**src/design/isaPkg.sv**
```systemverilog
package isaPkg;

	// ------------------------------------------------
	// Word and field sizes
	// ------------------------------------------------
	localparam int DATA_WIDTH      = 32;
	localparam int REG_ADDR_WIDTH  = 5;
	localparam int NUM_REGS        = 32;
	localparam int DMEM_ADDR_WIDTH = 8;

	localparam int OPCODE_WIDTH = 6;
	localparam int FUNCT_WIDTH  = 6;
	localparam int SHAMT_WIDTH  = 5;
	localparam int IMM_WIDTH    = 16;

	// Primary opcodes, instruction bits 31:26
	typedef enum logic [OPCODE_WIDTH-1:0] {
		OP_RTYPE = 6'h00,
		OP_ADDI  = 6'h08,
		OP_ORI   = 6'h0d,
		OP_LUI   = 6'h0f,
		OP_LW    = 6'h23,
		OP_SW    = 6'h2b
	} opcode_e;

	// R-type function field, bits 5:0
	typedef enum logic [FUNCT_WIDTH-1:0] {
		FN_SLL = 6'h00,
		FN_ADD = 6'h20,
		FN_SUB = 6'h22,
		FN_AND = 6'h24,
		FN_OR  = 6'h25,
		FN_SLT = 6'h2a
	} funct_e;

	typedef enum logic [2:0] {
		ALU_ADD,
		ALU_SUB,
		ALU_AND,
		ALU_OR,
		ALU_SLT,
		ALU_SLL,
		ALU_LUI
	} aluOp_e;

endpackage

```
**src/design/perfCounters.sv**
```systemverilog
`timescale 1ns/1ps

module perfCounters
	import isaPkg::*;
(
	input  logic                  clock,
	input  logic                  i_reset,
	input  logic                  i_retire,
	output logic [DATA_WIDTH-1:0] o_cycleCount,
	output logic [DATA_WIDTH-1:0] o_retireCount
);

	// Both wrap silently
	always_ff @(posedge clock)
	begin
		if (i_reset)
		begin
			o_cycleCount  <= '0;
			o_retireCount <= '0;
		end
		else
		begin
			o_cycleCount <= o_cycleCount + 1'b1;
			if (i_retire)
				o_retireCount <= o_retireCount + 1'b1;
		end
	end

endmodule

```
**config.mk**
```make
export PLATFORM = sky130hd
export DESIGN_NAME = perfCounters
export DESIGN_NICKNAME = d
export VERILOG_FILES = /design/src/design/isaPkg.sv /design/src/design/perfCounters.sv
export SDC_FILE = /design/constraint.sdc
export NUM_CORES = 1
export LEC_CHECK = 0
export BUFFER_PORTS_ARGS = -buffer_cell sky130_fd_sc_hd__buf_2
export CELL_PAD_IN_SITES_DETAIL_PLACEMENT = 1
export CELL_PAD_IN_SITES_GLOBAL_PLACEMENT = 1
export CORE_AREA = 2 2 90 92
export CTS_CLUSTER_SIZE = 25
export DETAILED_ROUTE_END_ITERATION = 8
export DIE_AREA = 0 0 92 94
export PLACE_DENSITY_LB_ADDON = 0.25
export SLEW_MARGIN = 40
export SYNTH_ARGS = -nofsm -noshare
export SYNTH_HDL_FRONTEND = slang
export SYNTH_SLANG_ARGS = --single-unit
```
**constraint.sdc**
```tcl
create_clock -name clock -period 2.6 [get_ports clock]
set_clock_uncertainty 0.15 [all_clocks]
set_input_delay 0.26 -clock clock [delete_from_list [all_inputs] [get_ports clock]]
set_output_delay 0.26 -clock clock [all_outputs]
set_load 0.1 [all_outputs]
```
==> summary.txt <==
status - finished clean
leakage power - 1.36 nW
synthesized instance count - 355
Post-CTS Setup Bufs - 0
crit-path most repeated cell - or4_1
clock buffer depth - 2
pre-CTS WS - 0.337 ns
# fillers - 948
total grt overflow - 0
clk_lat worst skew - 0.34 ns
Detailed Route Iter0 Violations - 87
initial core utilization - 39.8%
startpoint of the worst hold path - i_retire
final slew viol count - 0
routed len/inst - 15.5 um
RSZ-0062 raised after global routing - false
CP bufs+invs - 0
Multi-input gate area - 0.00162 sq mm
Finish-stage setup viols - 0
Reg2Reg Depth - 4
Port Buffers - 66
share of post-route cells with drive strength above 1 - 30.7%
PwrDens - 523 mW/mm^2
Reg area - 0.00132 sq mm
Synth warnings - 0
crit path capture type - flop
Post-synth top flop - dfxtp_1
Max stage delay on crit path - 0.78 ns
final hold violations - 0
antenna viol nets, final - 0
gr usage total - 20.1%
Clock Sinks - 64
root buffer cell - clkbuf_8
routed vias - 2941
ant diodes - 0
Die Y - 94 um
largest net degree at the start of global routing - 32
nets - 427
Die W - 92 um
Area growth syn-to-layout - 21.5%
critical path's top delay family - simple AND/OR/NAND/NOR gates
Total Power - 1.92 mW
share of the synthesized area in the top cell type - 42.3%
most frequent cells in the layout - buf_2, a21oi_1, dfxtp_2, nor2_1, dfxtp_1
CTS tree - built
dpl hpwl - 5940 um
Post-CTS Hold Fix Bufs - 0
Core Rows - 32
Worst R2R End - o_cycleCount[31]
post-synth top area cell - dfxtp_1
clock slew at reported path FFs - 0.07 ns
IO Count - 67
drt drc - 0
Final Cycle Share - 88.1%
Hold Path Cell Cnt - 3
Post-CTS Resized - 0
vias in the first global route - 2885
Worst-Margin Slew - 0.583 ns
total negative setup slack - 0 ns
Hold Path End - o_retireCount[1]
CP startpoint kind - flop
CP Class - reg -> reg
FFs w/ async S/R, synth - 0%
Pre-Repair DR Iteration Count - 4
most common cell after layout, fill and taps aside - buf_2
core box area - 0.00761 sq mm
die area - 0.00865 sq mm
Max Cap Violations - 0
Inserted Clock Buffers - 9
vias per inst - 5.56
Mapped Avg Cell Area - 8.52 sq um
sequential share of the synthesized area - 42.3%
flops & latches, synth - 64
Worst R2R Setup Slack - 0.31 ns
final worst setup slack - 0.309 ns
Critical Path, Cell by Cell - nand4_2 > or4_1 > or4_1 > a21oi_1
Unique masters post-synth - 35
htree depth - 3
CP Max Fanout - 16
Mapped Nets - 360
minimum clock period - 2.29 ns
HP Class - in -> reg
worst endpoint data arrival time - 2.40 ns
fmax - 436 MHz
worst r2r src - o_cycleCount[5]
worst-case vdd ir drop - 0.274 mV
Rel. slew slack - 61.2%
initial antenna violation count - 0
Worst Path Required - 2.71 ns
cell area after synthesis - 0.00303 sq mm
Worst path slowest cell - or4_1
first-pass GRT wire length - 14000 um
GPL Wtd Cong - 0.787
final WL - 8210 um
Post-synth EDFFs - 0
top cells by area, synth - dfxtp_1, or4_1, a21oi_1
==> Yosys cell counts, types with 3 or more instances <==
| cell type | instances |
|---|---|
| clkbuf_1 | 7 |
| or3_1 | 16 |
| nand4_1 | 18 |
| nor4_1 | 4 |
| dfxtp_1 | 64 |
| xor2_1 | 11 |
| o31ai_1 | 16 |
| xnor2_1 | 13 |
| nand2_1 | 23 |
| inv_1 | 10 |
| nor3_1 | 8 |
| mux2_2 | 4 |
| nor2b_1 | 5 |
| and3_1 | 4 |
| o21ai_0 | 13 |
| or4_1 | 23 |
| nand3_1 | 19 |
| a21oi_1 | 33 |
| and4_1 | 6 |
| buf_1 | 5 |
| buf_2 | 3 |
| nor2_1 | 31 |
==> metrics by stage <==
step / instance area (sq um) / instances / utilization, % / hold slack (ns)
after floorplan: 3070 / 355 / - / 0.351
after global placement: 3490 / 513 / 45.9 / 0.280
after detailed placement: 3490 / 513 / 45.9 / 0.292
after CTS: 3670 / 529 / 48.3 / 0.181
after global routing: 3670 / 529 / 48.3 / 0.212
final: 3670 / 529 / 48.3 / 0.181
==> worst register-to-register path, delay by kind of cell, from the launching register on <==
kind            cells  cell delay [ns]
compound gates      1             0.15
flops               1             0.40
simple gates        3             1.53
==> state kept, by name, indices dropped and copies added, names as in the netlist <==
| signal | cells |
|---|---|
| o_cycleCount | 32 |
| o_retireCount | 32 |
==> layer usage <==
layer | up-vias | global-route usage (%) | wire length [um]
li1 | 1446 | - | -
met5 | - | 0 | 0
met4 | 0 | 7.34 | 119
met3 | 11 | 4.74 | 396
met2 | 54 | 34.6 | 4020
met1 | 1430 | 24.5 | 3680
==> cells by family (layout without fill, tap and decap cells) <==
family,after synthesis,after routing,synth area share (%)
multiplexers,5,5,1.82
adder cells (fa/ha/maj),2,2,0.827
buffers and inverters,27,99,3.97
XOR/XNOR,24,24,6.95
AO/OA/AOI/OAI,66,66,12.7
flip-flops,64,64,42.3
AND/OR/NAND/NOR,167,167,31.3
==> worst max path at each step <==
stage	slack, ns	cells after the start	start	end
2_1_floorplan	0.02	5	o_retireCount[12]	o_retireCount[21]
3_3_place_gp	0.36	4	o_cycleCount[5]	o_cycleCount[31]
3_5_place_dp	0.34	4	o_cycleCount[5]	o_cycleCount[31]
4_1_cts	0.31	4	o_cycleCount[5]	o_cycleCount[31]
5_1_grt	0.11	4	o_cycleCount[5]	o_cycleCount[31]
6_report	0.31	4	o_cycleCount[5]	o_cycleCount[31]
==> cell type report <==
type / count / area share, %
Clock inverter: 4 / 1.23
Multi-Input combinational cell: 264 / 44.2
Inverter: 10 / 1.02
Tap cell: 102 / 3.47
Clock buffer: 12 / 3.68
Timing Repair Buffer: 73 / 10.4
Sequential cell: 64 / 36.0
==> power by group <==
part	total, mW	switching, mW	internal [mW]
Combinational	0.103	0.0860	0.0175
Clock	0.822	0.382	0.439
Sequential	0.998	0.00939	0.989
Total	1.92	0.478	1.45
(Power assumes the default switching activity.)
