$ cat config.mk
export PLATFORM = sky130hd
export DESIGN_NAME = hazardUnit
export DESIGN_NICKNAME = d
export VERILOG_FILES = /design/src/design/isaPkg.sv /design/src/design/pipePkg.sv /design/src/design/hazardUnit.sv
export SDC_FILE = /design/constraint.sdc
export NUM_CORES = 1
export LEC_CHECK = 0
export ABC_AREA = 1
export CAP_MARGIN = 25
export CORE_AREA = 3 3 100 102
export DETAILED_ROUTE_END_ITERATION = 8
export DIE_AREA = 0 0 103 105
export DONT_BUFFER_PORTS = 1
export SLEW_MARGIN = 20
export SYNTH_ARGS = -nofsm -noshare
export SYNTH_HDL_FRONTEND = slang
export SYNTH_SLANG_ARGS = --single-unit
$ cat constraint.sdc
create_clock -name vclk -period 1.1
set_clock_uncertainty 0.05 [all_clocks]
set_input_delay 0.33 -clock vclk [all_inputs]
set_output_delay 0.33 -clock vclk [all_outputs]
set_load 0.03 [all_outputs]
$ cat src/design/isaPkg.sv
package isaPkg;

	// ------------------------------------------------
	// Word and field sizes
	// ------------------------------------------------
	localparam int DATA_WIDTH      = 32;
	localparam int REG_ADDR_WIDTH  = 5;
	localparam int NUM_REGS        = 32;
	localparam int DMEM_ADDR_WIDTH = 8;

	localparam int OPCODE_WIDTH = 6;
	localparam int FUNCT_WIDTH  = 6;
	localparam int SHAMT_WIDTH  = 5;
	localparam int IMM_WIDTH    = 16;

	// Primary opcodes, instruction bits 31:26
	typedef enum logic [OPCODE_WIDTH-1:0] {
		OP_RTYPE = 6'h00,
		OP_ADDI  = 6'h08,
		OP_ORI   = 6'h0d,
		OP_LUI   = 6'h0f,
		OP_LW    = 6'h23,
		OP_SW    = 6'h2b
	} opcode_e;

	// R-type function field, bits 5:0
	typedef enum logic [FUNCT_WIDTH-1:0] {
		FN_SLL = 6'h00,
		FN_ADD = 6'h20,
		FN_SUB = 6'h22,
		FN_AND = 6'h24,
		FN_OR  = 6'h25,
		FN_SLT = 6'h2a
	} funct_e;

	typedef enum logic [2:0] {
		ALU_ADD,
		ALU_SUB,
		ALU_AND,
		ALU_OR,
		ALU_SLT,
		ALU_SLL,
		ALU_LUI
	} aluOp_e;

endpackage

$ cat src/design/pipePkg.sv
package pipePkg;

	import isaPkg::*;

	// Decoded control that follows an instruction down the pipe
	typedef struct packed {
		aluOp_e                    aluOp;
		logic                      useImm;
		logic                      useShamt;
		logic                      memRead;
		logic                      memWrite;
		logic                      regWrite;
		logic [REG_ADDR_WIDTH-1:0] dest;
	} ctrl_t;

	// ------------------------------------------------
	// Stage registers
	// ------------------------------------------------
	typedef struct packed {
		logic                      valid;
		ctrl_t                     ctrl;
		logic [REG_ADDR_WIDTH-1:0] rs;
		logic [REG_ADDR_WIDTH-1:0] rt;
		logic [DATA_WIDTH-1:0]     rsData;
		logic [DATA_WIDTH-1:0]     rtData;
		logic [DATA_WIDTH-1:0]     imm;
		logic [SHAMT_WIDTH-1:0]    shamt;
	} idEx_t;

	typedef struct packed {
		logic                  valid;
		ctrl_t                 ctrl;
		logic [DATA_WIDTH-1:0] result;
		logic [DATA_WIDTH-1:0] storeData;
	} exMem_t;

	// Memory-to-writeback register, also the core's output record
	typedef struct packed {
		logic                      valid;
		logic                      writeEnable;
		logic [REG_ADDR_WIDTH-1:0] dest;
		logic [DATA_WIDTH-1:0]     data;
	} wbPort_t;

	// Operand source for the execute stage
	typedef enum logic [1:0] {
		FWD_REG,
		FWD_MEM,
		FWD_WB
	} fwdSel_e;

endpackage

$ cat src/design/hazardUnit.sv
`timescale 1ns/1ps

module hazardUnit
	import isaPkg::*, pipePkg::*;
(
	input  logic [REG_ADDR_WIDTH-1:0] i_idRs,
	input  logic [REG_ADDR_WIDTH-1:0] i_idRt,
	input  idEx_t                     i_idEx,
	input  exMem_t                    i_exMem,
	input  wbPort_t                   i_memWb,
	output fwdSel_e                   o_fwdA,
	output fwdSel_e                   o_fwdB,
	output logic                      o_stall
);

	logic memWrites;
	logic wbWrites;

	assign memWrites = i_exMem.valid && i_exMem.ctrl.regWrite && (i_exMem.ctrl.dest != '0);
	assign wbWrites  = i_memWb.valid && i_memWb.writeEnable && (i_memWb.dest != '0);

	// Youngest producer wins
	always_comb
	begin
		if (memWrites && i_exMem.ctrl.dest == i_idEx.rs)
			o_fwdA = FWD_MEM;
		else if (wbWrites && i_memWb.dest == i_idEx.rs)
			o_fwdA = FWD_WB;
		else
			o_fwdA = FWD_REG;

		if (memWrites && i_exMem.ctrl.dest == i_idEx.rt)
			o_fwdB = FWD_MEM;
		else if (wbWrites && i_memWb.dest == i_idEx.rt)
			o_fwdB = FWD_WB;
		else
			o_fwdB = FWD_REG;
	end

	// Load data is not ready until the memory stage ends
	assign o_stall = i_idEx.valid && i_idEx.ctrl.memRead && (i_idEx.ctrl.dest != '0)
		&& (i_idEx.ctrl.dest == i_idRs || i_idEx.ctrl.dest == i_idRt);

endmodule

==> reports/metrics.yaml <==
floorplan:
  core_um2: 9200
  die_w_um: 103
  die_h_um: 105
  initial_utilization_pct: 6.29
  rows: 35
  ios: 257
  dieArea_um2: 10800
global_routing:
  grt_overflow: 0
  grt_pass1_vias: 726
  antenna_found_initial: 0
  track_usage_pct: 3.63
  grt_first_pass_wirelength_um: 3230
  grt_max_degree: 6
route:
  drc: 0
  wl_met2_um: 1260
  wl_um: 2230
  vias: 735
  drt-initial-drc-count: 44
  maxUsedRoutingLayer: "met4"
  met1_length_um: 858
  wire_per_inst_um: 9.22
  vias_per_cell: 3.04
  met3RoutedLength_um: 108
  ant_nets: 0
  dr.pass1.iters: 4
synthesis:
  netlist_instances: 129
  syn_area_um2: 578
  ys_seq_area_share_pct: 0
  synthesis.nets: 381
  post_synth_num_cell_types: 14
  synth.avg_cell_area_um2: 4.48
  ys.warnings.count: 0
outcome:
  violations: "setup timing"
  status: "complete, but fails checks"
place:
  place_inst: 242
  port_buffers: 0
  place.gp.congestion: 0.831
  hpwlAfterDp_um: 1900
timing:
  hold_violations: 0
  finalWorstSetupSlack_ns: -0.267
  fmax_mhz: 731
  tns_ns: -1.20
  slew_headroom_pct: 83.2
  hold_ws_ns: 0.829
  min_period_over_period_pct: 124
  report.final.slew_viol_count: 0
  tightestPinTransition_ns: 0.252
  period_needed_ns: 1.37
  setup_viol: 5
  rsz0062_at_grt: "yes"
job:
  maxCapViolations: 0
layout:
  fin_cells: 242
  area.sequential_um2: 0
  fin_nets: 385
  antennaDiodeCount: 0
  seq_cell_count: 0
  n_fill_cell: 1084
  clockBufferCount: 0
  multi_input_area_um2: 652
  area_growth_pct: 74.0
  drive_above_1_share_pct: 42.0
setup_path:
  cp.required_ns: 0.72
  crit_fanout: 3
  cp.arrival_ns: 0.99
  critPathCaptureType: "primary output"
  critPathLaunchType: "primary input"
  crit_type: "primary input to primary output"
worst_hold_path:
  min_path_cells: 2
  whs_endpoint: "o_stall"
  timing.hold.worst.start: "i_idEx[124]"
  hold_path_class: "primary input to primary output"
cts:
  postCtsSetupBuffers: 0
power:
  vdd_drop_max_mv: 0.0570
  power_density_nw_per_um2: 246
  p_leak_nw: 0.436
==> cells in the final DEF, fill, tap and decap left out, drive strengths merged, types with 2 or more instances in the layout <==
| cell type | count |
|---|---|
| nand4 | 4 |
| inv | 25 |
| nand2 | 55 |
| xnor2 | 7 |
| nand3 | 7 |
| xor2 | 3 |
| buf | 2 |
| nor2 | 24 |
==> logic make-up after synthesis <==
family	count (synthesis)	share of synthesized area [%]
xor+xnor	10	15.2
compound gates	1	0.865
simple gates	92	67.1
buf+inv	26	16.9
==> report_power, final <==
part / internal [mW] / leakage [nW] / total, mW / switching [mW]
Sequential: 0 / 0 / 0 / 0
Clock: 0 / 0 / 0 / 0
Combinational: 0.125 / 0.436 / 0.248 / 0.123
Total: 0.125 / 0.436 / 0.248 / 0.123
==> synth_stat cells, drive strengths merged <==
master	number	share of area, %
xor2	3	4.5
inv	25	16
nand3	7	8.2
nand3b	1	1.3
or2	1	1.1
nand2	55	36
nor2	24	16
clkinv	1	0.65
a21oi	1	0.86
nand4	4	4.3
xnor2	7	11
==> critical path: stages <==
cell     delay (ns)
inv_4          0.02
nand2_2        0.06
nand2_2        0.06
nor2_2         0.11
nand3_2        0.10
nor2_4         0.17
buf_12         0.14
==> layout make-up <==
cell class	instances	share of cell area [%]
multi-input cells	103	64.8
inverters	26	17.4
well taps	111	13.8
repair buffers	2	3.98
==> metrics by stage <==
step,setup slack [ns],instance area (µm²),power [mW],utilization (%)
detailed placement,-0.307,823,0.185,8.95
CTS,-0.263,921,0.217,10.0
global route,-0.309,1010,0.274,10.9
floorplan,-0.280,644,0.158,-
global placement,-0.316,823,0.182,8.95
finish,-0.267,1010,0.248,10.9
==> repair_timing <==
item / in CTS / in global routing
hold buffers: 0 / 0
pin swaps: 23 / 25
gates resized for setup: 31 / 29
endpoints found under the setup margin: 5 / 5
==> layer usage <==
metal / vias to the layer above / GRT usage [%]
li1: 388 / -
met1: 327 / 4.78
met2: 18 / 6.55
met3: 2 / 0.401
met4: 0 / 0.185
met5: - / 0
==> worst max path at each step <==
stage	from	to	slack (ns)	depth (start not counted)
floorplan	i_idEx[101]	o_fwdB[1]	-0.28	7
global placement	i_exMem[66]	o_fwdB[0]	-0.32	7
detailed placement	i_exMem[66]	o_fwdB[0]	-0.31	7
CTS	i_idEx[107]	o_fwdA[0]	-0.26	7
global route	i_idEx[103]	o_fwdB[0]	-0.31	7
finish	i_idEx[102]	o_fwdB[0]	-0.27	7
Power figures use the tool's default switching activity.
