`src/design/isaPkg.sv`:
```
package isaPkg;

	// ------------------------------------------------
	// Word and field sizes
	// ------------------------------------------------
	localparam int DATA_WIDTH      = 32;
	localparam int REG_ADDR_WIDTH  = 5;
	localparam int NUM_REGS        = 32;
	localparam int DMEM_ADDR_WIDTH = 8;

	localparam int OPCODE_WIDTH = 6;
	localparam int FUNCT_WIDTH  = 6;
	localparam int SHAMT_WIDTH  = 5;
	localparam int IMM_WIDTH    = 16;

	// Primary opcodes, instruction bits 31:26
	typedef enum logic [OPCODE_WIDTH-1:0] {
		OP_RTYPE = 6'h00,
		OP_ADDI  = 6'h08,
		OP_ORI   = 6'h0d,
		OP_LUI   = 6'h0f,
		OP_LW    = 6'h23,
		OP_SW    = 6'h2b
	} opcode_e;

	// R-type function field, bits 5:0
	typedef enum logic [FUNCT_WIDTH-1:0] {
		FN_SLL = 6'h00,
		FN_ADD = 6'h20,
		FN_SUB = 6'h22,
		FN_AND = 6'h24,
		FN_OR  = 6'h25,
		FN_SLT = 6'h2a
	} funct_e;

	typedef enum logic [2:0] {
		ALU_ADD,
		ALU_SUB,
		ALU_AND,
		ALU_OR,
		ALU_SLT,
		ALU_SLL,
		ALU_LUI
	} aluOp_e;

endpackage

```
`src/design/pipePkg.sv`:
```
package pipePkg;

	import isaPkg::*;

	// Decoded control that follows an instruction down the pipe
	typedef struct packed {
		aluOp_e                    aluOp;
		logic                      useImm;
		logic                      useShamt;
		logic                      memRead;
		logic                      memWrite;
		logic                      regWrite;
		logic [REG_ADDR_WIDTH-1:0] dest;
	} ctrl_t;

	// ------------------------------------------------
	// Stage registers
	// ------------------------------------------------
	typedef struct packed {
		logic                      valid;
		ctrl_t                     ctrl;
		logic [REG_ADDR_WIDTH-1:0] rs;
		logic [REG_ADDR_WIDTH-1:0] rt;
		logic [DATA_WIDTH-1:0]     rsData;
		logic [DATA_WIDTH-1:0]     rtData;
		logic [DATA_WIDTH-1:0]     imm;
		logic [SHAMT_WIDTH-1:0]    shamt;
	} idEx_t;

	typedef struct packed {
		logic                  valid;
		ctrl_t                 ctrl;
		logic [DATA_WIDTH-1:0] result;
		logic [DATA_WIDTH-1:0] storeData;
	} exMem_t;

	// Memory-to-writeback register, also the core's output record
	typedef struct packed {
		logic                      valid;
		logic                      writeEnable;
		logic [REG_ADDR_WIDTH-1:0] dest;
		logic [DATA_WIDTH-1:0]     data;
	} wbPort_t;

	// Operand source for the execute stage
	typedef enum logic [1:0] {
		FWD_REG,
		FWD_MEM,
		FWD_WB
	} fwdSel_e;

endpackage

```
`src/design/decodeUnit.sv`:
```
`timescale 1ns/1ps

module decodeUnit
	import isaPkg::*, pipePkg::*;
(
	input  logic [DATA_WIDTH-1:0] i_instr,
	output ctrl_t                 o_ctrl,
	output logic [DATA_WIDTH-1:0] o_imm
);

	logic [OPCODE_WIDTH-1:0]   opcode;
	logic [FUNCT_WIDTH-1:0]    funct;
	logic [REG_ADDR_WIDTH-1:0] rt;
	logic [REG_ADDR_WIDTH-1:0] rd;
	logic [IMM_WIDTH-1:0]      rawImm;

	assign opcode = i_instr[31:26];
	assign funct  = i_instr[5:0];
	assign rt     = i_instr[20:16];
	assign rd     = i_instr[15:11];
	assign rawImm = i_instr[15:0];

	always_comb
	begin
		// Unknown encodings fall through as a no-op
		o_ctrl       = '0;
		o_ctrl.aluOp = ALU_ADD;
		o_imm        = {{(DATA_WIDTH-IMM_WIDTH){rawImm[IMM_WIDTH-1]}}, rawImm};

		case (opcode)
			OP_RTYPE:
			begin
				o_ctrl.dest     = rd;
				o_ctrl.regWrite = 1'b1;
				case (funct)
					FN_ADD: o_ctrl.aluOp = ALU_ADD;
					FN_SUB: o_ctrl.aluOp = ALU_SUB;
					FN_AND: o_ctrl.aluOp = ALU_AND;
					FN_OR:  o_ctrl.aluOp = ALU_OR;
					FN_SLT: o_ctrl.aluOp = ALU_SLT;
					FN_SLL:
					begin
						o_ctrl.aluOp    = ALU_SLL;
						o_ctrl.useShamt = 1'b1;
					end
					default: o_ctrl.regWrite = 1'b0;
				endcase
			end
			OP_ADDI, OP_ORI, OP_LUI, OP_LW:
			begin
				o_ctrl.dest     = rt;
				o_ctrl.regWrite = 1'b1;
				o_ctrl.useImm   = 1'b1;
				o_ctrl.memRead  = (opcode == OP_LW);
				if (opcode == OP_ORI)
					o_ctrl.aluOp = ALU_OR;
				else if (opcode == OP_LUI)
					o_ctrl.aluOp = ALU_LUI;
				// Logical immediates are zero extended
				if (opcode == OP_ORI || opcode == OP_LUI)
					o_imm = {{(DATA_WIDTH-IMM_WIDTH){1'b0}}, rawImm};
			end
			OP_SW:
			begin
				o_ctrl.useImm   = 1'b1;
				o_ctrl.memWrite = 1'b1;
			end
			default:
			begin
				o_ctrl.regWrite = 1'b0;
			end
		endcase
	end

endmodule

```
`config.mk`:
```
export PLATFORM = sky130hd
export DESIGN_NAME = decodeUnit
export DESIGN_NICKNAME = d
export VERILOG_FILES = /design/src/design/isaPkg.sv /design/src/design/pipePkg.sv /design/src/design/decodeUnit.sv
export SDC_FILE = /design/constraint.sdc
export NUM_CORES = 1
export LEC_CHECK = 0
export BUFFER_PORTS_ARGS = -buffer_cell sky130_fd_sc_hd__buf_2
export CORE_MARGIN = 3
export CORE_UTILIZATION = 33
export DETAILED_ROUTE_END_ITERATION = 8
export GPL_ROUTABILITY_DRIVEN = 0
export PLACE_DENSITY = 0.9
export SYNTH_ARGS = -nofsm -noshare
export SYNTH_HDL_FRONTEND = slang
export SYNTH_SLANG_ARGS = --single-unit
```
`constraint.sdc`:
```
create_clock -name vclk -period 2.15
set_input_delay 0.215 -clock vclk [all_inputs]
set_output_delay 0.215 -clock vclk [all_outputs]
set_load 0.02 [all_outputs]
```
==> flow_summary.yaml <==
yosys:
  syn_area_sq_um: 500.5
  synth.distinct_cells: 26
  post-synth-top-count-cell: "buf_4"
  yosysTopAreaCellShare: 0.4650
  ys_warn_count: 0
  synth_compound_area_frac: 0.2425
  synth_top_family_by_area: "buffers and inverters"
  yosys.area.top_type: "buf_4"
  synthMuxAreaShare: 0
  synth_fa_ha_area_frac: 0
  seq_area_frac_synth: 0
  synth_xor_area_frac: 0.01750
  synth.net_count: 99
  syn_inst: 67
  yosys-top-cells-area: "buf_4, a22o_1, nor3_4"
  netlist_top_cells_count: "buf_4, a22o_1, nand3_1, nor2_1"
  synthSimpleGateAreaFrac: 0.2600
  avgSynthCellArea_sq_um: 7.470
floorplan:
  die_area_sq_mm: 0.002020
  rows: 13
  fp.dieW_microns: 44.95
  core_sq_mm: 0.001366
  initial_utilization: 0.3663
  die_h_microns: 44.95
  io_pins: 77
sta:
  period_minus_slack_ns: 1.841
  tns_ns: 0
  hold_viol_final: 0
  rsz0062_at_grt: "false"
  relSlewSlack: 0.6754
  setup_viol: 0
  post-route-period-util: 0.8562
  tightest_slew_ns: 0.4839
  fin_ws_ns: 0.3091
  max_freq_mhz: 543.2
  maxSlewViolCount: 0
setup_path:
  crit_chain: "buf_2 -> or4_4 -> nor3_4 -> nand2b_2 -> o32ai_2 -> buf_2"
  cp.required_ns: 1.93
  cp_num_cells: 6
  worst-path-max-fanout: 5
  critPathLaunchType: "input port"
  crit_path_frequent_cell: "buf_2"
  worst_ep_arrival_time_ns: 1.63
  endpoint_kind: "output pin"
  critPathBufInv: 2
  cp_top_family: "simple AND/OR/NAND/NOR gates"
  cpPeakStageDelay_ns: 0.54
  crit_slowest_cell: "or4_4"
  crit_type: "in2out"
global_route:
  grt_pass1_vias: 404
  antenna_found_initial: 0
  grt_first_pass_wirelength_microns: 1787
  grt_max_degree: 17
  track_usage: 0.1098
  grt_remaining_overflow: 0
outcome:
  status: "finished clean"
final_layout:
  antenna_cells: 0
  syn_to_final_growth_pct: 20.75
  layout.nets: 133
  design.seq.count: 0
  seqCellArea_sq_um: 0
  fillCellCount: 145
  final_cells: 114
  layout-drive-gt1-share: 0.6869
  num-clock-buffers: 0
  postLayoutCoreUtil: 0.4423
routing:
  dr.pass1.iters: 4
  final_antenna_net_count: 0
  vias_per_cell: 4.851
  drcViolationCount: 0
  drt_wl_total_microns: 1293
  num_vias: 553
  wl_per_cell_microns: 11.34
  dr.first_iter.drc_count: 7
placed_design:
  io_buffers: 62
  numPlacedInstances: 114
  place_ws_ns: 0.2879
  dp_hpwl_microns: 1124
pwr:
  irDropWorstVdd_mv: 0.05811
  power_density_mw_per_mm2: 222.2
  power.leakage_uw: 0.0003508
job:
  cap_viol_max_count: 0
clock_network:
  post-cts-setup-buffer-count: 0
  cts_resized: 0
  postCtsHoldBufs: 0
min_path:
  min_path_cells: 0
  min_path_type: "in2out"
==> through the flow <==
stage / hold WS, ns / total power (uW) / area, sq um
global route: 0.4300 / 145.2 / 604.3
finish: 0.4300 / 134.3 / 604.3
detailed placement: 0.4301 / 135.3 / 604.3
floorplan: 0.5124 / 121.4 / 500.5
CTS: 0.4301 / 135.5 / 604.3
global placement: 0.4301 / 132.5 / 604.3
==> logic make-up after synthesis <==
kind of cell           count (synthesis)
AO/OA/AOI/OAI                         14
buffers and inverters                 33
XOR/XNOR                               1
AND/OR/NAND/NOR                       19
==> layout by cell type, fill, tap and decap left out, types with 2 or more instances in the layout <==
master	n
and2_1	2
inv_1	2
buf_2	62
a22o_1	5
nor2_1	3
a21oi_1	2
nand3_1	3
==> metal layers <==
layer / vias to the layer above / global-route usage / routed length, microns
li1: 276 / - / -
met1: 235 / 0.1360 / 471
met2: 40 / 0.2119 / 622
met3: 2 / 0.007968 / 196
met4: 0 / 0.005848 / 2
met5: - / 0 / 0
==> report_power, final <==
group | internal, uW | leakage (uW) | total (uW) | switching, uW
Clock | 0 | 0 | 0 | 0
Combinational | 49.0 | 0.000351 | 134 | 85.3
Sequential | 0 | 0 | 0 | 0
==> final cells by class <==
type                            instances  area, sq um  area share
Inverter                                2        7.507     0.01242
Timing Repair Buffer                   63        317.8      0.5259
Tap cell                               15        18.77     0.03106
Multi-Input combinational cell         34        260.3      0.4306
==> path summary, 6_finish.rpt <==
path	start	end	slack, ns
setup / recovery	i_instr[28]	o_ctrl[12]	0.31
hold / removal	i_instr[9]	o_imm[9]	0.43
No activity file was read; power rests on OpenSTA's default activity.
