[config.mk]
export PLATFORM = sky130hd
export DESIGN_NAME = regFile
export DESIGN_NICKNAME = d
export VERILOG_FILES = /design/src/design/isaPkg.sv /design/src/design/pipePkg.sv /design/src/design/regFile.sv
export SDC_FILE = /design/constraint.sdc
export NUM_CORES = 2
export LEC_CHECK = 0
export BUFFER_PORTS_ARGS = -buffer_cell sky130_fd_sc_hd__buf_2
export CAP_MARGIN = 10
export CORE_MARGIN = 2
export CORE_UTILIZATION = 30
export CTS_CLUSTER_SIZE = 16
export DETAILED_ROUTE_END_ITERATION = 12
export SETUP_SLACK_MARGIN = 0.05
export SLEW_MARGIN = 40
export SYNTH_ARGS = -nofsm -noshare
export SYNTH_HDL_FRONTEND = slang
export SYNTH_SLANG_ARGS = --single-unit
[constraint.sdc]
create_clock -name clock -period 5.6 [get_ports clock]
set_input_delay 1.12 -clock clock [delete_from_list [all_inputs] [get_ports clock]]
set_output_delay 1.12 -clock clock [all_outputs]
set_load 0.01 [all_outputs]
[src/design/isaPkg.sv]
package isaPkg;

	// ------------------------------------------------
	// Word and field sizes
	// ------------------------------------------------
	localparam int DATA_WIDTH      = 32;
	localparam int REG_ADDR_WIDTH  = 5;
	localparam int NUM_REGS        = 32;
	localparam int DMEM_ADDR_WIDTH = 8;

	localparam int OPCODE_WIDTH = 6;
	localparam int FUNCT_WIDTH  = 6;
	localparam int SHAMT_WIDTH  = 5;
	localparam int IMM_WIDTH    = 16;

	// Primary opcodes, instruction bits 31:26
	typedef enum logic [OPCODE_WIDTH-1:0] {
		OP_RTYPE = 6'h00,
		OP_ADDI  = 6'h08,
		OP_ORI   = 6'h0d,
		OP_LUI   = 6'h0f,
		OP_LW    = 6'h23,
		OP_SW    = 6'h2b
	} opcode_e;

	// R-type function field, bits 5:0
	typedef enum logic [FUNCT_WIDTH-1:0] {
		FN_SLL = 6'h00,
		FN_ADD = 6'h20,
		FN_SUB = 6'h22,
		FN_AND = 6'h24,
		FN_OR  = 6'h25,
		FN_SLT = 6'h2a
	} funct_e;

	typedef enum logic [2:0] {
		ALU_ADD,
		ALU_SUB,
		ALU_AND,
		ALU_OR,
		ALU_SLT,
		ALU_SLL,
		ALU_LUI
	} aluOp_e;

endpackage

[src/design/pipePkg.sv]
package pipePkg;

	import isaPkg::*;

	// Decoded control that follows an instruction down the pipe
	typedef struct packed {
		aluOp_e                    aluOp;
		logic                      useImm;
		logic                      useShamt;
		logic                      memRead;
		logic                      memWrite;
		logic                      regWrite;
		logic [REG_ADDR_WIDTH-1:0] dest;
	} ctrl_t;

	// ------------------------------------------------
	// Stage registers
	// ------------------------------------------------
	typedef struct packed {
		logic                      valid;
		ctrl_t                     ctrl;
		logic [REG_ADDR_WIDTH-1:0] rs;
		logic [REG_ADDR_WIDTH-1:0] rt;
		logic [DATA_WIDTH-1:0]     rsData;
		logic [DATA_WIDTH-1:0]     rtData;
		logic [DATA_WIDTH-1:0]     imm;
		logic [SHAMT_WIDTH-1:0]    shamt;
	} idEx_t;

	typedef struct packed {
		logic                  valid;
		ctrl_t                 ctrl;
		logic [DATA_WIDTH-1:0] result;
		logic [DATA_WIDTH-1:0] storeData;
	} exMem_t;

	// Memory-to-writeback register, also the core's output record
	typedef struct packed {
		logic                      valid;
		logic                      writeEnable;
		logic [REG_ADDR_WIDTH-1:0] dest;
		logic [DATA_WIDTH-1:0]     data;
	} wbPort_t;

	// Operand source for the execute stage
	typedef enum logic [1:0] {
		FWD_REG,
		FWD_MEM,
		FWD_WB
	} fwdSel_e;

endpackage

[src/design/regFile.sv]
`timescale 1ns/1ps

module regFile
	import isaPkg::*, pipePkg::*;
(
	input  logic                      clock,
	input  logic                      i_reset,
	input  logic [REG_ADDR_WIDTH-1:0] i_rsAddr,
	input  logic [REG_ADDR_WIDTH-1:0] i_rtAddr,
	input  wbPort_t                   i_wb,
	output logic [DATA_WIDTH-1:0]     o_rsData,
	output logic [DATA_WIDTH-1:0]     o_rtData
);

	logic [DATA_WIDTH-1:0] regs [NUM_REGS];
	logic                  doWrite;

	assign doWrite = i_wb.valid && i_wb.writeEnable;

	always_ff @(posedge clock)
	begin
		if (i_reset)
		begin
			for (int i = 0; i < NUM_REGS; i++)
				regs[i] <= '0;
		end
		else if (doWrite)
			regs[i_wb.dest] <= i_wb.data;
	end

	// Same-cycle write is visible to the reader
	assign o_rsData = (i_rsAddr == '0) ? '0 :
		(doWrite && i_wb.dest == i_rsAddr) ? i_wb.data : regs[i_rsAddr];
	assign o_rtData = (i_rtAddr == '0) ? '0 :
		(doWrite && i_wb.dest == i_rtAddr) ? i_wb.data : regs[i_rtAddr];

endmodule

==> run_results.csv <==
group,metric,value,unit
outcome,status,"completed",
grt,first_global_vias,36900,
grt,overflow,0,
layout,final_cell_area,62800,um^2
grt,grt_pass1_wl,293,mm
layout,regMostFlops,"regs",
setup_path,cp_max_fo,32,
clock_network,htreeDepth,3,
detailed_routing,wl,213,mm
min_path,min_from,"i_wb[1]",
placed_design,portBuffers,114,
synth,synth_cells,3781,
clock_network,postCtsSetupRepairBufs,0,
detailed_routing,dr.pass1.iters,5,
layout,fill_cells,17500,
setup_path,cp_cell_sequence,"buf_8 -> buf_4 -> mux4_2 -> a22o_1 -> a2111oi_1 -> buf_4 -> a21oi_1 -> a22o_1 -> buf_2",
synth,syn_area,55000,um^2
detailed_routing,wl_per_cell,33.8,um
synth,ys_ff_latch,1024,
setup_path,cpPeakStageDelay,600,ps
sta,fmax,190,MHz
synth,postSynthNetCount,3832,
setup_path,cp_slowest_cell,"a2111oi_1",
detailed_routing,route.met3.wl,25.7,mm
setup_path,criticalPathCategory,"primary input to output port",
placed_design,dp.cells,6082,
clock_network,cts_tree,"done",
sta,slew_headroom,0.388,
synth,synth_edf_count,1024,
synth,yosysUniqueCellTypes,46,
sta,min_period_over_period,0.941,
detailed_routing,viasPerCell,5.90,
die,fp.dieArea,187000,um^2
sta,setup_viol,0,
detailed_routing,ant_nets,0,
detailed_routing,highest_layer,"met5",
power_and_ir_drop,ir_worst_vdd,248,uV
clock_network,postCtsHoldBufs,0,
setup_path,crit_required,4480,ps
grt,antenna_found_initial,46,
synth,yosysSeqAreaShare,0.559,
layout,top_regs,"regs: 1024 flops",
detailed_routing,vias,37200,
layout,largest_reg_flops,1024,
synth,synth_ff_type,"edfxtp_1",
run,maxCapViolCount,0,
clock_network,clockRootBuffer,"clkbuf_16",
grt,grt_start_max_net_pins,48,
sta,min_period,5270,ps
layout,area_growth,14.2,%
detailed_routing,wl_met2,98.0,mm
clock_network,clk_pin_slew_worst_paths,60,ps
clock_network,cts_buffers,112,
detailed_routing,drtIter0Drc,5887,
die,rows,157,
detailed_routing,drc,0,
die,die_x,432,um
placed_design,place_area,59200,um^2
placed_design,dp_hpwl,127,mm
clock_network,clk_path_buf_depth,3,
clock_network,ctsResizeCount,0,
setup_path,critPathLaunch,"i_rtAddr[0]",
sta,worstMarginPinSlew,919,ps
layout,layout-drive-gt1-share,0.256,
placed_design,routabilityCongestion,0.829,
setup_path,endpoint_kind,"output port",
power_and_ir_drop,power.leakage,21.7,nW
min_path,hp-class,"primary input to flip-flop",
layout,finalCoreUtilization,0.344,
synth,syn_avg_cell_area,14.6,um^2
die,ios,115,
synth,ys_warn_count,0,
sta,fin_tns_setup,0,ps
sta,hold_viol,0,
power_and_ir_drop,p_per_area,299,nW/um^2
layout,nets,3862,
power_and_ir_drop,p_total,18.8,mW
setup_path,critPathArrivalTime,4150,ps
grt,grtUsageTotal,0.225,
die,coreArea,183000,um^2
clock_network,clock_sinks,1024,
die,start_util,0.301,
sta,rsz0062_at_grt,"no",
setup_path,startpoint_type,"primary input",
layout,final_cells,6309,
sta,drv_slew,0,
synth,async_flop_share,0,
die,die_y,432,um
setup_path,cp-endpoint,"o_rtData[4]",
detailed_routing,drt-met1-wl,79.2,mm
cells in the mapped netlist (34+ instances only):
cell type	number	area [um^2]
buf_2	56	280
o221ai_1	46	403
nand2_1	48	180
and2_1	1027	6420
nor2_1	55	206
o22ai_1	41	257
a22oi_1	113	848
or2_2	34	213
mux4_2	391	8810
a22o_1	63	552
mux2i_1	245	2450
edfxtp_1	1024	30700
a21oi_1	89	445
clkbuf_1	293	1100
critical path, delay by kind of cell:
family          cells  cell delay [ps]
mux                 1              560
buf+inv             4             1160
compound gates      4             1230
worst min-delay path by stage:
stage                                 endpoint  cells past startpoint
finish               regs[12][1]$_SDFFCE_PN0P_                      2
global route         regs[12][1]$_SDFFCE_PN0P_                      2
CTS                  regs[3][16]$_SDFFCE_PN0P_                      2
detailed placement  regs[24][31]$_SDFFCE_PN0P_                      2
global placement    regs[25][31]$_SDFFCE_PN0P_                      2
floorplan            regs[0][31]$_SDFFCE_PN0P_                      1
metal layers:
metal	GRT usage	up-vias
li1	-	14600
met1	0.297	19300
met2	0.351	2777
met3	0.0524	489
met4	0.100	6
met5	0.000781	-
cell families (layout without fill, tap and decap cells):
family | Yosys count | after routing | share of synthesized area
AOI/OAI and AO/OA | 457 | 457 | 0.0625
DFF | 1024 | 1024 | 0.559
muxes | 662 | 662 | 0.210
and+or+nand+nor | 1216 | 1216 | 0.134
other | 0 | 21 | 0
xor gates and xnor gates | 10 | 10 | 0.00159
buffers and inverters | 412 | 534 | 0.0337
cells in the final DEF (no fill, tap or decap), types with 9 or more instances in the layout:
cell type,netlist,routed
bufinv_16,0,10
nor2_4,0,33
clkbuf_1,293,22
a22o_1,63,63
a2111oi_0,27,23
clkbuf_16,0,114
a31oi_1,12,12
diode_2,0,21
o221ai_1,46,46
clkinv_1,0,31
nand2_1,48,48
or2_2,34,30
a221o_1,16,16
a21oi_1,89,87
nor2_1,55,21
edfxtp_1,1024,1024
mux2i_1,245,245
mux2_2,26,26
o221a_2,13,13
buf_2,56,107
buf_12,0,39
and2_1,1027,1026
buf_4,27,174
mux4_2,391,391
clkinv_2,0,22
o21ai_0,12,11
o22ai_1,41,41
a22oi_1,113,113
nor2b_1,13,10
a2111oi_2,9,9
power breakdown:
part           total [mW]  internal, mW  switching (mW)
clock                7.40          4.17            3.23
combinational        2.38         0.939            1.44
sequential           9.04          8.83           0.207
total                18.8          13.9            4.87
through the flow:
step | hold WS (ps) | setup slack (ps)
3_3_place_gp | 1750 | 8.30
2_1_floorplan | 1320 | 1630
3_5_place_dp | 1750 | 285
6_report | 1010 | 331
5_1_grt | 1010 | 275
4_1_cts | 968 | 281
cell type report:
class / count / area (um^2) / area share
multi-input cells: 2345 / 22800 / 0.362
well taps: 2385 / 2980 / 0.0475
repair buffers: 328 / 2750 / 0.0437
clock inverters: 70 / 621 / 0.00987
clock buffers: 136 / 2940 / 0.0467
diodes: 21 / 52.6 / 0.000836
flip-flops and latches: 1024 / 30700 / 0.489
Power figures use the tool's default switching activity.
