**src/design/isaPkg.sv**
```systemverilog
package isaPkg;

	// ------------------------------------------------
	// Word and field sizes
	// ------------------------------------------------
	localparam int DATA_WIDTH      = 32;
	localparam int REG_ADDR_WIDTH  = 5;
	localparam int NUM_REGS        = 32;
	localparam int DMEM_ADDR_WIDTH = 8;

	localparam int OPCODE_WIDTH = 6;
	localparam int FUNCT_WIDTH  = 6;
	localparam int SHAMT_WIDTH  = 5;
	localparam int IMM_WIDTH    = 16;

	// Primary opcodes, instruction bits 31:26
	typedef enum logic [OPCODE_WIDTH-1:0] {
		OP_RTYPE = 6'h00,
		OP_ADDI  = 6'h08,
		OP_ORI   = 6'h0d,
		OP_LUI   = 6'h0f,
		OP_LW    = 6'h23,
		OP_SW    = 6'h2b
	} opcode_e;

	// R-type function field, bits 5:0
	typedef enum logic [FUNCT_WIDTH-1:0] {
		FN_SLL = 6'h00,
		FN_ADD = 6'h20,
		FN_SUB = 6'h22,
		FN_AND = 6'h24,
		FN_OR  = 6'h25,
		FN_SLT = 6'h2a
	} funct_e;

	typedef enum logic [2:0] {
		ALU_ADD,
		ALU_SUB,
		ALU_AND,
		ALU_OR,
		ALU_SLT,
		ALU_SLL,
		ALU_LUI
	} aluOp_e;

endpackage

```
**src/design/pipePkg.sv**
```systemverilog
package pipePkg;

	import isaPkg::*;

	// Decoded control that follows an instruction down the pipe
	typedef struct packed {
		aluOp_e                    aluOp;
		logic                      useImm;
		logic                      useShamt;
		logic                      memRead;
		logic                      memWrite;
		logic                      regWrite;
		logic [REG_ADDR_WIDTH-1:0] dest;
	} ctrl_t;

	// ------------------------------------------------
	// Stage registers
	// ------------------------------------------------
	typedef struct packed {
		logic                      valid;
		ctrl_t                     ctrl;
		logic [REG_ADDR_WIDTH-1:0] rs;
		logic [REG_ADDR_WIDTH-1:0] rt;
		logic [DATA_WIDTH-1:0]     rsData;
		logic [DATA_WIDTH-1:0]     rtData;
		logic [DATA_WIDTH-1:0]     imm;
		logic [SHAMT_WIDTH-1:0]    shamt;
	} idEx_t;

	typedef struct packed {
		logic                  valid;
		ctrl_t                 ctrl;
		logic [DATA_WIDTH-1:0] result;
		logic [DATA_WIDTH-1:0] storeData;
	} exMem_t;

	// Memory-to-writeback register, also the core's output record
	typedef struct packed {
		logic                      valid;
		logic                      writeEnable;
		logic [REG_ADDR_WIDTH-1:0] dest;
		logic [DATA_WIDTH-1:0]     data;
	} wbPort_t;

	// Operand source for the execute stage
	typedef enum logic [1:0] {
		FWD_REG,
		FWD_MEM,
		FWD_WB
	} fwdSel_e;

endpackage

```
**src/design/execUnit.sv**
```systemverilog
`timescale 1ns/1ps

module execUnit
	import isaPkg::*, pipePkg::*;
(
	input  idEx_t                 i_idEx,
	input  fwdSel_e               i_fwdA,
	input  fwdSel_e               i_fwdB,
	input  logic [DATA_WIDTH-1:0] i_memResult,
	input  logic [DATA_WIDTH-1:0] i_wbData,
	output exMem_t                o_exMem
);

	logic [DATA_WIDTH-1:0] rsVal;
	logic [DATA_WIDTH-1:0] rtVal;
	logic [DATA_WIDTH-1:0] opA;
	logic [DATA_WIDTH-1:0] opB;
	logic [DATA_WIDTH-1:0] result;

	always_comb
	begin
		case (i_fwdA)
			FWD_MEM: rsVal = i_memResult;
			FWD_WB:  rsVal = i_wbData;
			default: rsVal = i_idEx.rsData;
		endcase
		case (i_fwdB)
			FWD_MEM: rtVal = i_memResult;
			FWD_WB:  rtVal = i_wbData;
			default: rtVal = i_idEx.rtData;
		endcase
	end

	// sll takes shamt on A and rt on B
	assign opA = i_idEx.ctrl.useShamt ?
		{{(DATA_WIDTH-SHAMT_WIDTH){1'b0}}, i_idEx.shamt} : rsVal;
	assign opB = i_idEx.ctrl.useImm ? i_idEx.imm : rtVal;

	// ------------------------------------------------
	// ALU
	// ------------------------------------------------
	always_comb
	begin
		case (i_idEx.ctrl.aluOp)
			ALU_ADD: result = opA + opB;
			ALU_SUB: result = opA - opB;
			ALU_AND: result = opA & opB;
			ALU_OR:  result = opA | opB;
			ALU_SLT: result = {{(DATA_WIDTH-1){1'b0}}, $signed(opA) < $signed(opB)};
			ALU_SLL: result = opB << opA[SHAMT_WIDTH-1:0];
			ALU_LUI: result = opB << IMM_WIDTH;
			default: result = '0;
		endcase
	end

	assign o_exMem.valid     = i_idEx.valid;
	assign o_exMem.ctrl      = i_idEx.ctrl;
	assign o_exMem.result    = result;
	assign o_exMem.storeData = rtVal;

endmodule

```
**config.mk**
```make
export PLATFORM = sky130hd
export DESIGN_NAME = execUnit
export DESIGN_NICKNAME = d
export VERILOG_FILES = /design/src/design/isaPkg.sv /design/src/design/pipePkg.sv /design/src/design/execUnit.sv
export SDC_FILE = /design/constraint.sdc
export NUM_CORES = 1
export LEC_CHECK = 0
export ABC_AREA = 0
export BUFFER_PORTS_ARGS = -buffer_cell sky130_fd_sc_hd__buf_2
export CORE_UTILIZATION = 57
export DETAILED_ROUTE_END_ITERATION = 7
export PLACE_DENSITY_LB_ADDON = 0.2
export SLEW_MARGIN = 20
export SYNTH_ARGS = -nofsm -noshare
export SYNTH_HDL_FRONTEND = slang
export SYNTH_SLANG_ARGS = --single-unit
```
**constraint.sdc**
```tcl
create_clock -name vclk -period 12.5
set_input_delay 1.875 -clock vclk [all_inputs]
set_output_delay 1.875 -clock vclk [all_outputs]
set_load 0.03 [all_outputs]
```
==> reports/qor.txt, run 1 <==
critical path data required time -> 10.62 ns
CP max FO -> 36
first-pass GRT wire length -> 51500 um
leakage power -> 4.83 nW
Hold Buf Count CTS -> 0
Layout Cells excl Fill -> 1598
DR pass1 iterations -> 6
Routed wire per std cell -> 21.1 um
startpoint types -> primary input
CP most frequent cell -> inv_1
core area -> 14000 um^2
Max VDD drop -> 0.0393 mV
PwrDens -> 75.6 nW/um^2
fin crit period -> 9.61 ns
routed vias/inst -> 6.66
top-area cell type share of the netlist area -> 15.9%
crit end category -> primary output
Tot GR Track Use -> 43.9%
Die Footprint -> 15000 um^2
total wire length -> 33700 um
max-capacitance violation count -> 0
Max Clk Rate -> 104 MHz
largest net degree at the start of global routing -> 65
share of the yosys chip area belonging to registers -> 0%
Crit path max-delay family -> compound AO/OA/AOI/OAI gates
number of setup buffers added after CTS -> 0
commonest non-fill, non-tap cell in the layout -> buf_2
initial antenna violation count -> 0
most frequent cells in the layout -> 243 x buf_2, 135 x inv_1, 113 x nor2_1, 107 x nand2_1, 104 x ha_1
vias -> 10650
Syn Nets -> 1562
Synth cell types -> 76
Final Max Tran Viols -> 0
DR DRC count -> 0
clk_buf instances -> 0
slowest CP cell -> a2111oi_1
WP buf/inv -> 6
critical path class -> in -> out
CP max stage delay -> 0.64 ns
storage element area -> 0 um^2
die span in x -> 122 um
ordered list of cells on the worst path -> buf_2 -> inv_1 -> ha_2 -> a211oi_1 -> a221oi_4 -> buf_4 -> inv_1 -> ha_1 -> inv_1 -> fa_1 -> nor2b_1 -> o211ai_1 -> a311oi_2 -> o211ai_1 -> a2111o_1 -> a2111oi_1 -> or2_2 -> mux2_2 -> nand3_1 -> buf_2
Die Height -> 122 um
unrepaired setup endpoints after global routing -> no
layout cells sized above 1 -> 20.5%
row count -> 43
initial DRC count -> 1040
CP Launch Point -> i_fwdA[0]
P&R area growth vs syn -> 14.0%
top cells by area, synth -> ha_1 16%, mux2i_1 9.5%, a221oi_1 7.5%, inv_1 6.1%, o21ai_0 5.7%
area taken by multi-input logic gates -> 7310 um^2
number of inserted diodes -> 0
Final Cycle Share -> 76.9%
Hold/Removal Path Class -> in -> out
gpl congestion -> 1.05
Ports -> 271
total grt overflow -> 0
Mapped Avg Cell Area -> 6.54 um^2
Slew @ Worst Pin -> 1.13 ns
num sequential -> 0
Yosys top cell by area -> ha_1
dpl cells -> 1598
Starting Density -> 59.0%
Final Hold Viols -> 0
CP arrival -> 7.73 ns
Yosys Warn Count -> 0
outcome -> completed
ANT nets after route -> 0
fillers -> 1374
critical hold path startpoint -> i_idEx[118]
nets -> 1720
total negative setup slack -> 0 ns
hpwl dp -> 27200 um
vias in the first global route -> 9668
Rel. slew slack -> 23.9%
setup violators final -> 0
I/O Buffers -> 243
hold_ws -> 3.75 ns
number of gates resized after CTS -> 0
cells after synthesis -> 1262
overall power -> 0.711 mW
Syn Std Cell Area -> 8250 um^2
-- layout make-up --
cell class | instances | share of cell area, %
multi-input cells | 1020 | 77.8
repair buffers | 261 | 14.4
well taps | 180 | 2.39
inverters | 137 | 5.47
-- cells in the mapped netlist, types with 4 or more instances --
| cell type | count |
|---|---|
| ha_1 | 105 |
| buf_1 | 16 |
| clkbuf_1 | 62 |
| o211ai_1 | 13 |
| mux2_2 | 10 |
| mux2i_1 | 78 |
| nand2_1 | 107 |
| o21a_1 | 13 |
| a21o_1 | 11 |
| nor2b_1 | 46 |
| o21ai_0 | 94 |
| a211oi_1 | 13 |
| o21ai_1 | 4 |
| a222oi_1 | 4 |
| o31a_1 | 15 |
| o21bai_1 | 5 |
| o221ai_1 | 4 |
| buf_4 | 15 |
| a211o_1 | 31 |
| inv_1 | 135 |
| a221o_1 | 5 |
| a22oi_1 | 10 |
| a2111oi_0 | 4 |
| o31ai_1 | 28 |
| nand2b_1 | 4 |
| or3_1 | 6 |
| o22ai_1 | 24 |
| a221oi_1 | 71 |
| buf_2 | 11 |
| nor2_1 | 113 |
| xnor2_1 | 18 |
| a21oi_1 | 64 |
| nor4_1 | 4 |
| and3_1 | 7 |
| a31oi_1 | 7 |
| nand3_1 | 18 |
| nor3_1 | 24 |
-- per-stage QoR --
stage / instance area (um^2) / setup WS, ns / util, %
after floorplan: 8250 / 4.33 / -
after global placement: 9410 / 3.10 / 67.2
after detailed placement: 9410 / 3.06 / 67.2
after CTS: 9410 / 3.03 / 67.2
after global routing: 9410 / 2.65 / 67.2
final: 9410 / 2.89 / 67.2
-- logic make-up after synthesis --
group	synth area share, %
compound gates	39.3
xor+xnor	1.91
fa+ha+maj	16.4
buf+inv	11.9
mux	10.8
simple gates	19.6
-- report_power, final --
group	total [mW]	internal, mW	switching (mW)	leakage, nW
Sequential	0	0	0	0
Combinational	0.711	0.246	0.465	4.83
Clock	0	0	0	0
Total	0.711	0.246	0.465	4.83
-- metal layers --
layer / wire [um] / global-route usage [%] / up-vias
met5: 0 / 0 / -
met4: 2310 / 26.7 / 0
met3: 3420 / 6.04 / 138
met2: 14800 / 70.6 / 652
met1: 13200 / 55.3 / 4916
li1: - / - / 4944
-- worst paths after layout --
check | end | slack (ns) | cells after the start
worst max-delay path | o_exMem[60] | 2.89 | 20
worst min-delay path | o_exMem[71] | 3.75 | 0
Note: power is estimated with default switching activity, not from simulation.
==> run 2: changes to the inputs <==
--- a/config.mk
+++ b/config.mk
@@ -5,9 +5,9 @@
 export SDC_FILE = /design/constraint.sdc
 export NUM_CORES = 1
 export LEC_CHECK = 0
-export ABC_AREA = 0
+export ABC_AREA = 1
 export BUFFER_PORTS_ARGS = -buffer_cell sky130_fd_sc_hd__buf_2
-export CORE_UTILIZATION = 57
+export CORE_UTILIZATION = 56
 export DETAILED_ROUTE_END_ITERATION = 7
 export PLACE_DENSITY_LB_ADDON = 0.2
 export SLEW_MARGIN = 20
==> constraint.sdc (replaced) <==
create_clock -name vclk -period 10
set_input_delay 1.5 -clock vclk [all_inputs]
set_output_delay 1.5 -clock vclk [all_outputs]
set_load 0.03 [all_outputs]
==> run 2 against run 1 <==
  * The run now ends with DRC left
  * Non-clock buffer count is 8 lower
  * First-iteration DRC count up 100%
  * Largest power group unchanged
  * Synthesized cell count grew 42%
  * Total power up 44%
  * Count of clock-buffer cells in the layout is the same
  * Worst hold slack got worse by 0.75 ns
  * Cell count is 36% higher
  * Highest routed layer unchanged
  * Critical path type unchanged
  * Core utilization decreased by 2.5 points
  * Die area rose by 15%
  * Critical endpoint is now o_exMem[52]
  * Sequential cell count unchanged
  * Combinational power increased by 43%
==> reports/qor.txt, run 2 <==
initial DRC count -> 2118 (+100%)
Tot GR Track Use -> 50.5% (+6.5 points)
commonest non-fill, non-tap cell in the layout -> nand2_1
cells after synthesis -> 1791 (+42%)
initial antenna violation count -> 2 (+2)
CP max FO -> 37 (+2.8%)
storage element area -> 0 um^2 (unchanged)
Final Max Tran Viols -> 0 (unchanged)
Mapped Avg Cell Area -> 5.23 um^2 (-20%)
outcome -> finished with violations
Slew @ Worst Pin -> 1.03 ns (-0.0978 ns)
Routed wire per std cell -> 21.1 um (about the same)
nets -> 2251 (+31%)
number of setup buffers added after CTS -> 0 (unchanged)
Hold Buf Count CTS -> 0 (unchanged)
Syn Std Cell Area -> 9360 um^2 (+13%)
DR DRC count -> 24 (+24)
failing checks -> DRC
hpwl dp -> 37700 um (+39%)
Final Cycle Share -> 82.1%
leakage power -> 5.47 nW (+13%)
max-capacitance violation count -> 0 (unchanged)
DR pass1 iterations -> 8 (+2)
Max VDD drop -> 0.0757 mV (+93%)
clk_buf instances -> 0 (unchanged)
Hold/Removal Path Class -> in -> out
unrepaired setup endpoints after global routing -> no
first-pass GRT wire length -> 68800 um (+34%)
fin area -> 10400 um^2 (+11%)
critical path data required time -> 8.50 ns (-2.12 ns)
crit end category -> primary output
P&R area growth vs syn -> 11.5%
Core Util, Final -> 64.7% (-2.5 points)
Yosys Warn Count -> 0 (unchanged)
Commonest cells post-synth -> 432 x nand2_1, 299 x nand3_1, 195 x inv_1
vias -> 14087 (+32%)
top cells by area, synth -> nand2_1 17%, nand3_1 16%, ha_1 14%, inv_1 7.8%, a21oi_1 7.2%
critical path class -> in -> out
most frequent cells in the layout -> 432 x nand2_1, 299 x nand3_1, 243 x buf_2, 195 x inv_1, 160 x nor2_1
ANT nets after route -> 0 (unchanged)
setup violators final -> 0 (unchanged)
PwrDens -> 98.0 nW/um^2 (+30%)
startpoint types -> primary input
die span in x -> 131 um (+7.3%)
layout cells sized above 1 -> 16.6% (-3.9 points)
Rel. slew slack -> 31.1% (+7.2 points)
Yosys top cell by area -> nand2_1
number of gates resized after CTS -> 0 (unchanged)
total negative setup slack -> 0 ns (unchanged)
core area -> 16100 um^2 (+15%)
Ports -> 271 (unchanged)
fin crit period -> 8.21 ns
CP arrival -> 6.71 ns (-1.02 ns)
gpl congestion -> 1.12 (+7.2%)
dpl cells -> 2165 (+35%)
Final Hold Viols -> 0 (unchanged)
Layout Cells excl Fill -> 2167 (+36%)
Die Footprint -> 17200 um^2 (+15%)
most frequent cell after synthesis -> nand2_1
total grt overflow -> 0 (unchanged)
I/O Buffers -> 243 (unchanged)
num sequential -> 0 (unchanged)
vias in the first global route -> 12475 (+29%)
total wire length -> 45700 um (+36%)
Max Clk Rate -> 122 MHz
Die Height -> 131 um (+7.3%)
row count -> 46 (+7.0%)
routed vias/inst -> 6.50 (-2.5%)
share of the yosys chip area belonging to registers -> 0% (unchanged)
largest net degree at the start of global routing -> 63 (-3.1%)
top-area cell type share of the netlist area -> 17.3% (+1.4 points)
Syn Nets -> 2091 (+34%)
Synth cell types -> 54 (-29%)
Post-DP Area -> 10400 um^2 (+11%)
Starting Density -> 58.1% (-0.92 points)
hold_ws -> 3.00 ns (-0.750 ns)
-- run 2: changes by cell type in the layout (fill, tap and decap cells not counted), sizes merged, moves of 15 or more --
cell / before / now
a211o: 31 / 0
a21oi: 64 / 135
a221oi: 71 / 26
inv: 135 / 202
mux2i: 78 / 0
nand2: 107 / 463
nand3: 18 / 317
nand4: 3 / 32
nor2: 113 / 161
nor2b: 46 / 0
o31a: 15 / 0
o31ai: 29 / 0
or2: 4 / 32
xnor2: 18 / 0
-- run 2: final timing paths --
check / start / endpoint / slack [ns] / depth (start not counted)
setup / recovery: i_fwdA[0] / o_exMem[52] / 1.79 / 23
hold / removal: i_idEx[114] / o_exMem[67] / 3.00 / 0
-- run 2: metrics by stage --
stage	worst slack, ns	total power, mW
6_report	1.79	1.02
5_1_grt	1.59	1.09
4_1_cts	2.16	0.976
3_5_place_dp	2.15	0.972
3_3_place_gp	2.20	0.962
2_1_floorplan	4.01	0.686
-- run 2: area by class of cell --
class,count,area (um^2)
repair buffers,253,1290
well taps,216,270
fillers,1619,5680
multi-input cells,1493,8100
diodes,2,5.00
inverters,203,764
-- run 2: cells by family (layout without fill, tap and decap cells) --
group                    Yosys count  in the layout  share of synthesized area (%)
AND/OR/NAND/NOR                 1050           1050                           51.1
other                              0              2                              0
buffers and inverters            298            456                           13.4
XOR/XNOR                           5              5                          0.468
AO/OA/AOI/OAI                    331            331                           20.5
adder cells (fa/ha/maj)          107            107                           14.5
-- run 2: critical path: stages --
cell and delay [ns]:
buf_2 0.09, inv_1 0.04, ha_1 0.26, buf_4 0.34, inv_4 0.22, nor2_1 0.16, nor2_1 0.08, a22oi_4 0.80
inv_2 0.50, ha_1 0.54, inv_1 0.14, nor2_1 0.05, a21oi_1 0.24, inv_1 0.10, o21ai_1 0.44, a21oi_1 0.17
inv_1 0.18, nand2_1 0.11, nand2_1 0.07, a21oi_1 0.06, a21oi_1 0.25, nand2_1 0.13, buf_2 0.20
-- run 2: report_power, final --
part	switching, mW	internal (mW)
Combinational	0.736	0.287
Sequential	0	0
Clock	0	0.0000000268
-- run 2: per-layer routing --
| metal | vias up | routed length, um | track usage (%) | part of all wire, % |
|---|---|---|---|---|
| met4 | 0 | 3610 | 32.9 | 7.9 |
| met5 | - | 0 | 0 | 0 |
| met2 | 1313 | 19100 | 78.0 | 42 |
| met1 | 6211 | 16100 | 63.1 | 35 |
| met3 | 251 | 6900 | 10.8 | 15 |
| li1 | 6312 | - | - | - |
==> run 3: changes to the inputs <==
==> constraint.sdc (replaced) <==
create_clock -name vclk -period 8.2
set_input_delay 1.23 -clock vclk [all_inputs]
set_output_delay 1.23 -clock vclk [all_outputs]
set_load 0.03 [all_outputs]
==> run 3 against run 2 <==
  * The run still ends with DRC left
  * Via count rose by 1.0%
  * Sequential cell count stayed put
  * Combinational power rose by 23%
  * Die area unchanged
  * Design area increased by 0.24%
  * Largest cell class unchanged
  * Highest routed layer is now met5
==> reports/qor.txt, run 3 (same netlist as run 2, synthesis figures left out) <==
outcome -> finished with violations
failing checks -> DRC
Hold/Removal Path Class -> in -> out
storage element area -> 0 um^2 (unchanged)
critical path data required time -> 6.97 ns (-1.53 ns)
overall power -> 1.25 mW (+22%)
number of setup buffers added after CTS -> 0 (unchanged)
crit end category -> primary output
most frequent cells in the layout -> 432 x nand2_1, 299 x nand3_1, 243 x buf_2, 195 x inv_1, 160 x nor2_1
Top Layer Used -> met5
met2 wire len -> 19000 um (-0.85%)
vias -> 14232 (+1.0%)
Tot GR Track Use -> 49.4% (-1.1 points)
fin crit period -> 7.27 ns
Final Hold Viols -> 0 (unchanged)
Final WS setup -> 0.930 ns (-0.864 ns)
met3 wire length -> 6620 um (-4.1%)
CP arrival -> 6.04 ns (-0.67 ns)
total wire length -> 45200 um (-1.1%)
slowest CP cell -> nand2_2
initial antenna violation count -> 4 (+2)
Hold Buf Count CTS -> 0 (unchanged)
dpl cells -> 2168 (+0.14%)
Final Max Tran Viols -> 0 (unchanged)
unrepaired setup endpoints after global routing -> no
fillers -> 1636 (+1.1%)
Slew @ Worst Pin -> 0.962 ns (-0.0715 ns)
routed vias/inst -> 6.56 (+0.84%)
critical path class -> in -> out
routed length on met1 -> 16100 um (about the same)
critical hold path startpoint -> i_idEx[114]
WP buf/inv -> 9 (unchanged)
total grt overflow -> 0 (unchanged)
CP max FO -> 33 (-11%)
Die Height -> 131 um (unchanged)
Layout Cells excl Fill -> 2171 (+0.18%)
first-pass GRT wire length -> 67200 um (-2.3%)
startpoint types -> primary input
commonest non-fill, non-tap cell in the layout -> nand2_1
hpwl dp -> 37100 um (-1.4%)
I/O Buffers -> 243 (unchanged)
CP max stage delay -> 0.56 ns (-0.24 ns)
die span in x -> 131 um (unchanged)
total negative setup slack -> 0 ns (unchanged)
CP Launch Point -> i_fwdA[1]
clk_buf instances -> 0 (unchanged)
DR pass1 iterations -> 8 (unchanged)
Setup WS pre-CTS -> 1.26 ns (-0.896 ns)
gpl congestion -> 1.18 (+5.0%)
num sequential -> 0 (unchanged)
nets -> 2254 (+0.13%)
Max Clk Rate -> 138 MHz
initial DRC count -> 2285 (+7.9%)
Starting Density -> 58.1% (unchanged)
leakage power -> 5.49 nW (+0.27%)
setup violators final -> 0 (unchanged)
layout cells sized above 1 -> 16.7% (+0.13 points)
largest net degree at the start of global routing -> 63 (unchanged)
number of gates resized after CTS -> 0 (unchanged)
Max VDD drop -> 0.110 mV (+45%)
ANT nets after route -> 0 (unchanged)
Routed wire per std cell -> 20.8 um (-1.3%)
core area -> 16100 um^2 (unchanged)
P&R area growth vs syn -> 11.7%
DR DRC count -> 2 (-92%)
CP most frequent cell -> nand2_1
Rel. slew slack -> 35.8% (+4.8 points)
PwrDens -> 119 nW/um^2 (+22%)
hold_ws -> 2.46 ns (-0.540 ns)
max-capacitance violation count -> 0 (unchanged)
row count -> 46 (unchanged)
Die Footprint -> 17200 um^2 (unchanged)
vias in the first global route -> 12272 (-1.6%)
Crit path max-delay family -> buffers and inverters
Ports -> 271 (unchanged)
Final Cycle Share -> 88.7%
-- run 3: power breakdown --
part	internal, mW	total, mW	switching [mW]	leakage (nW)
Clock	0.0000000489	0.0000000490	0	0.0000190
Sequential	0	0	0	0
Combinational	0.353	1.25	0.893	5.49
Total	0.353	1.25	0.893	5.49
-- run 3: metal layers --
| metal | GRT usage [%] | up-vias |
|---|---|---|
| li1 | - | 6318 |
| met1 | 62.0 | 6306 |
| met2 | 77.4 | 1313 |
| met3 | 9.84 | 293 |
| met4 | 30.0 | 2 |
| met5 | 0 | - |
-- run 3: path summary, 6_finish.rpt --
kind	endpoint	cells after the start
worst max-delay path	o_exMem[52]	25
worst min-delay path	o_exMem[67]	0
-- run 3: area by class of cell --
class	instances	area, um^2	share of cell area (%)
multi-input combinational	1493	8100	77.5
timing repair buffer	256	1310	12.6
inverter	203	764	7.31
tap	216	270	2.58
antenna	3	7.51	0.0718
-- run 3: through the flow --
| step | instance area [um^2] | utilization, % |
|---|---|---|
| 2_1_floorplan | 9360 | - |
| 3_3_place_gp | 10500 | 64.8 |
| 3_5_place_dp | 10500 | 64.8 |
| 4_1_cts | 10500 | 64.8 |
| 5_1_grt | 10500 | 64.9 |
| 6_report | 10500 | 64.9 |
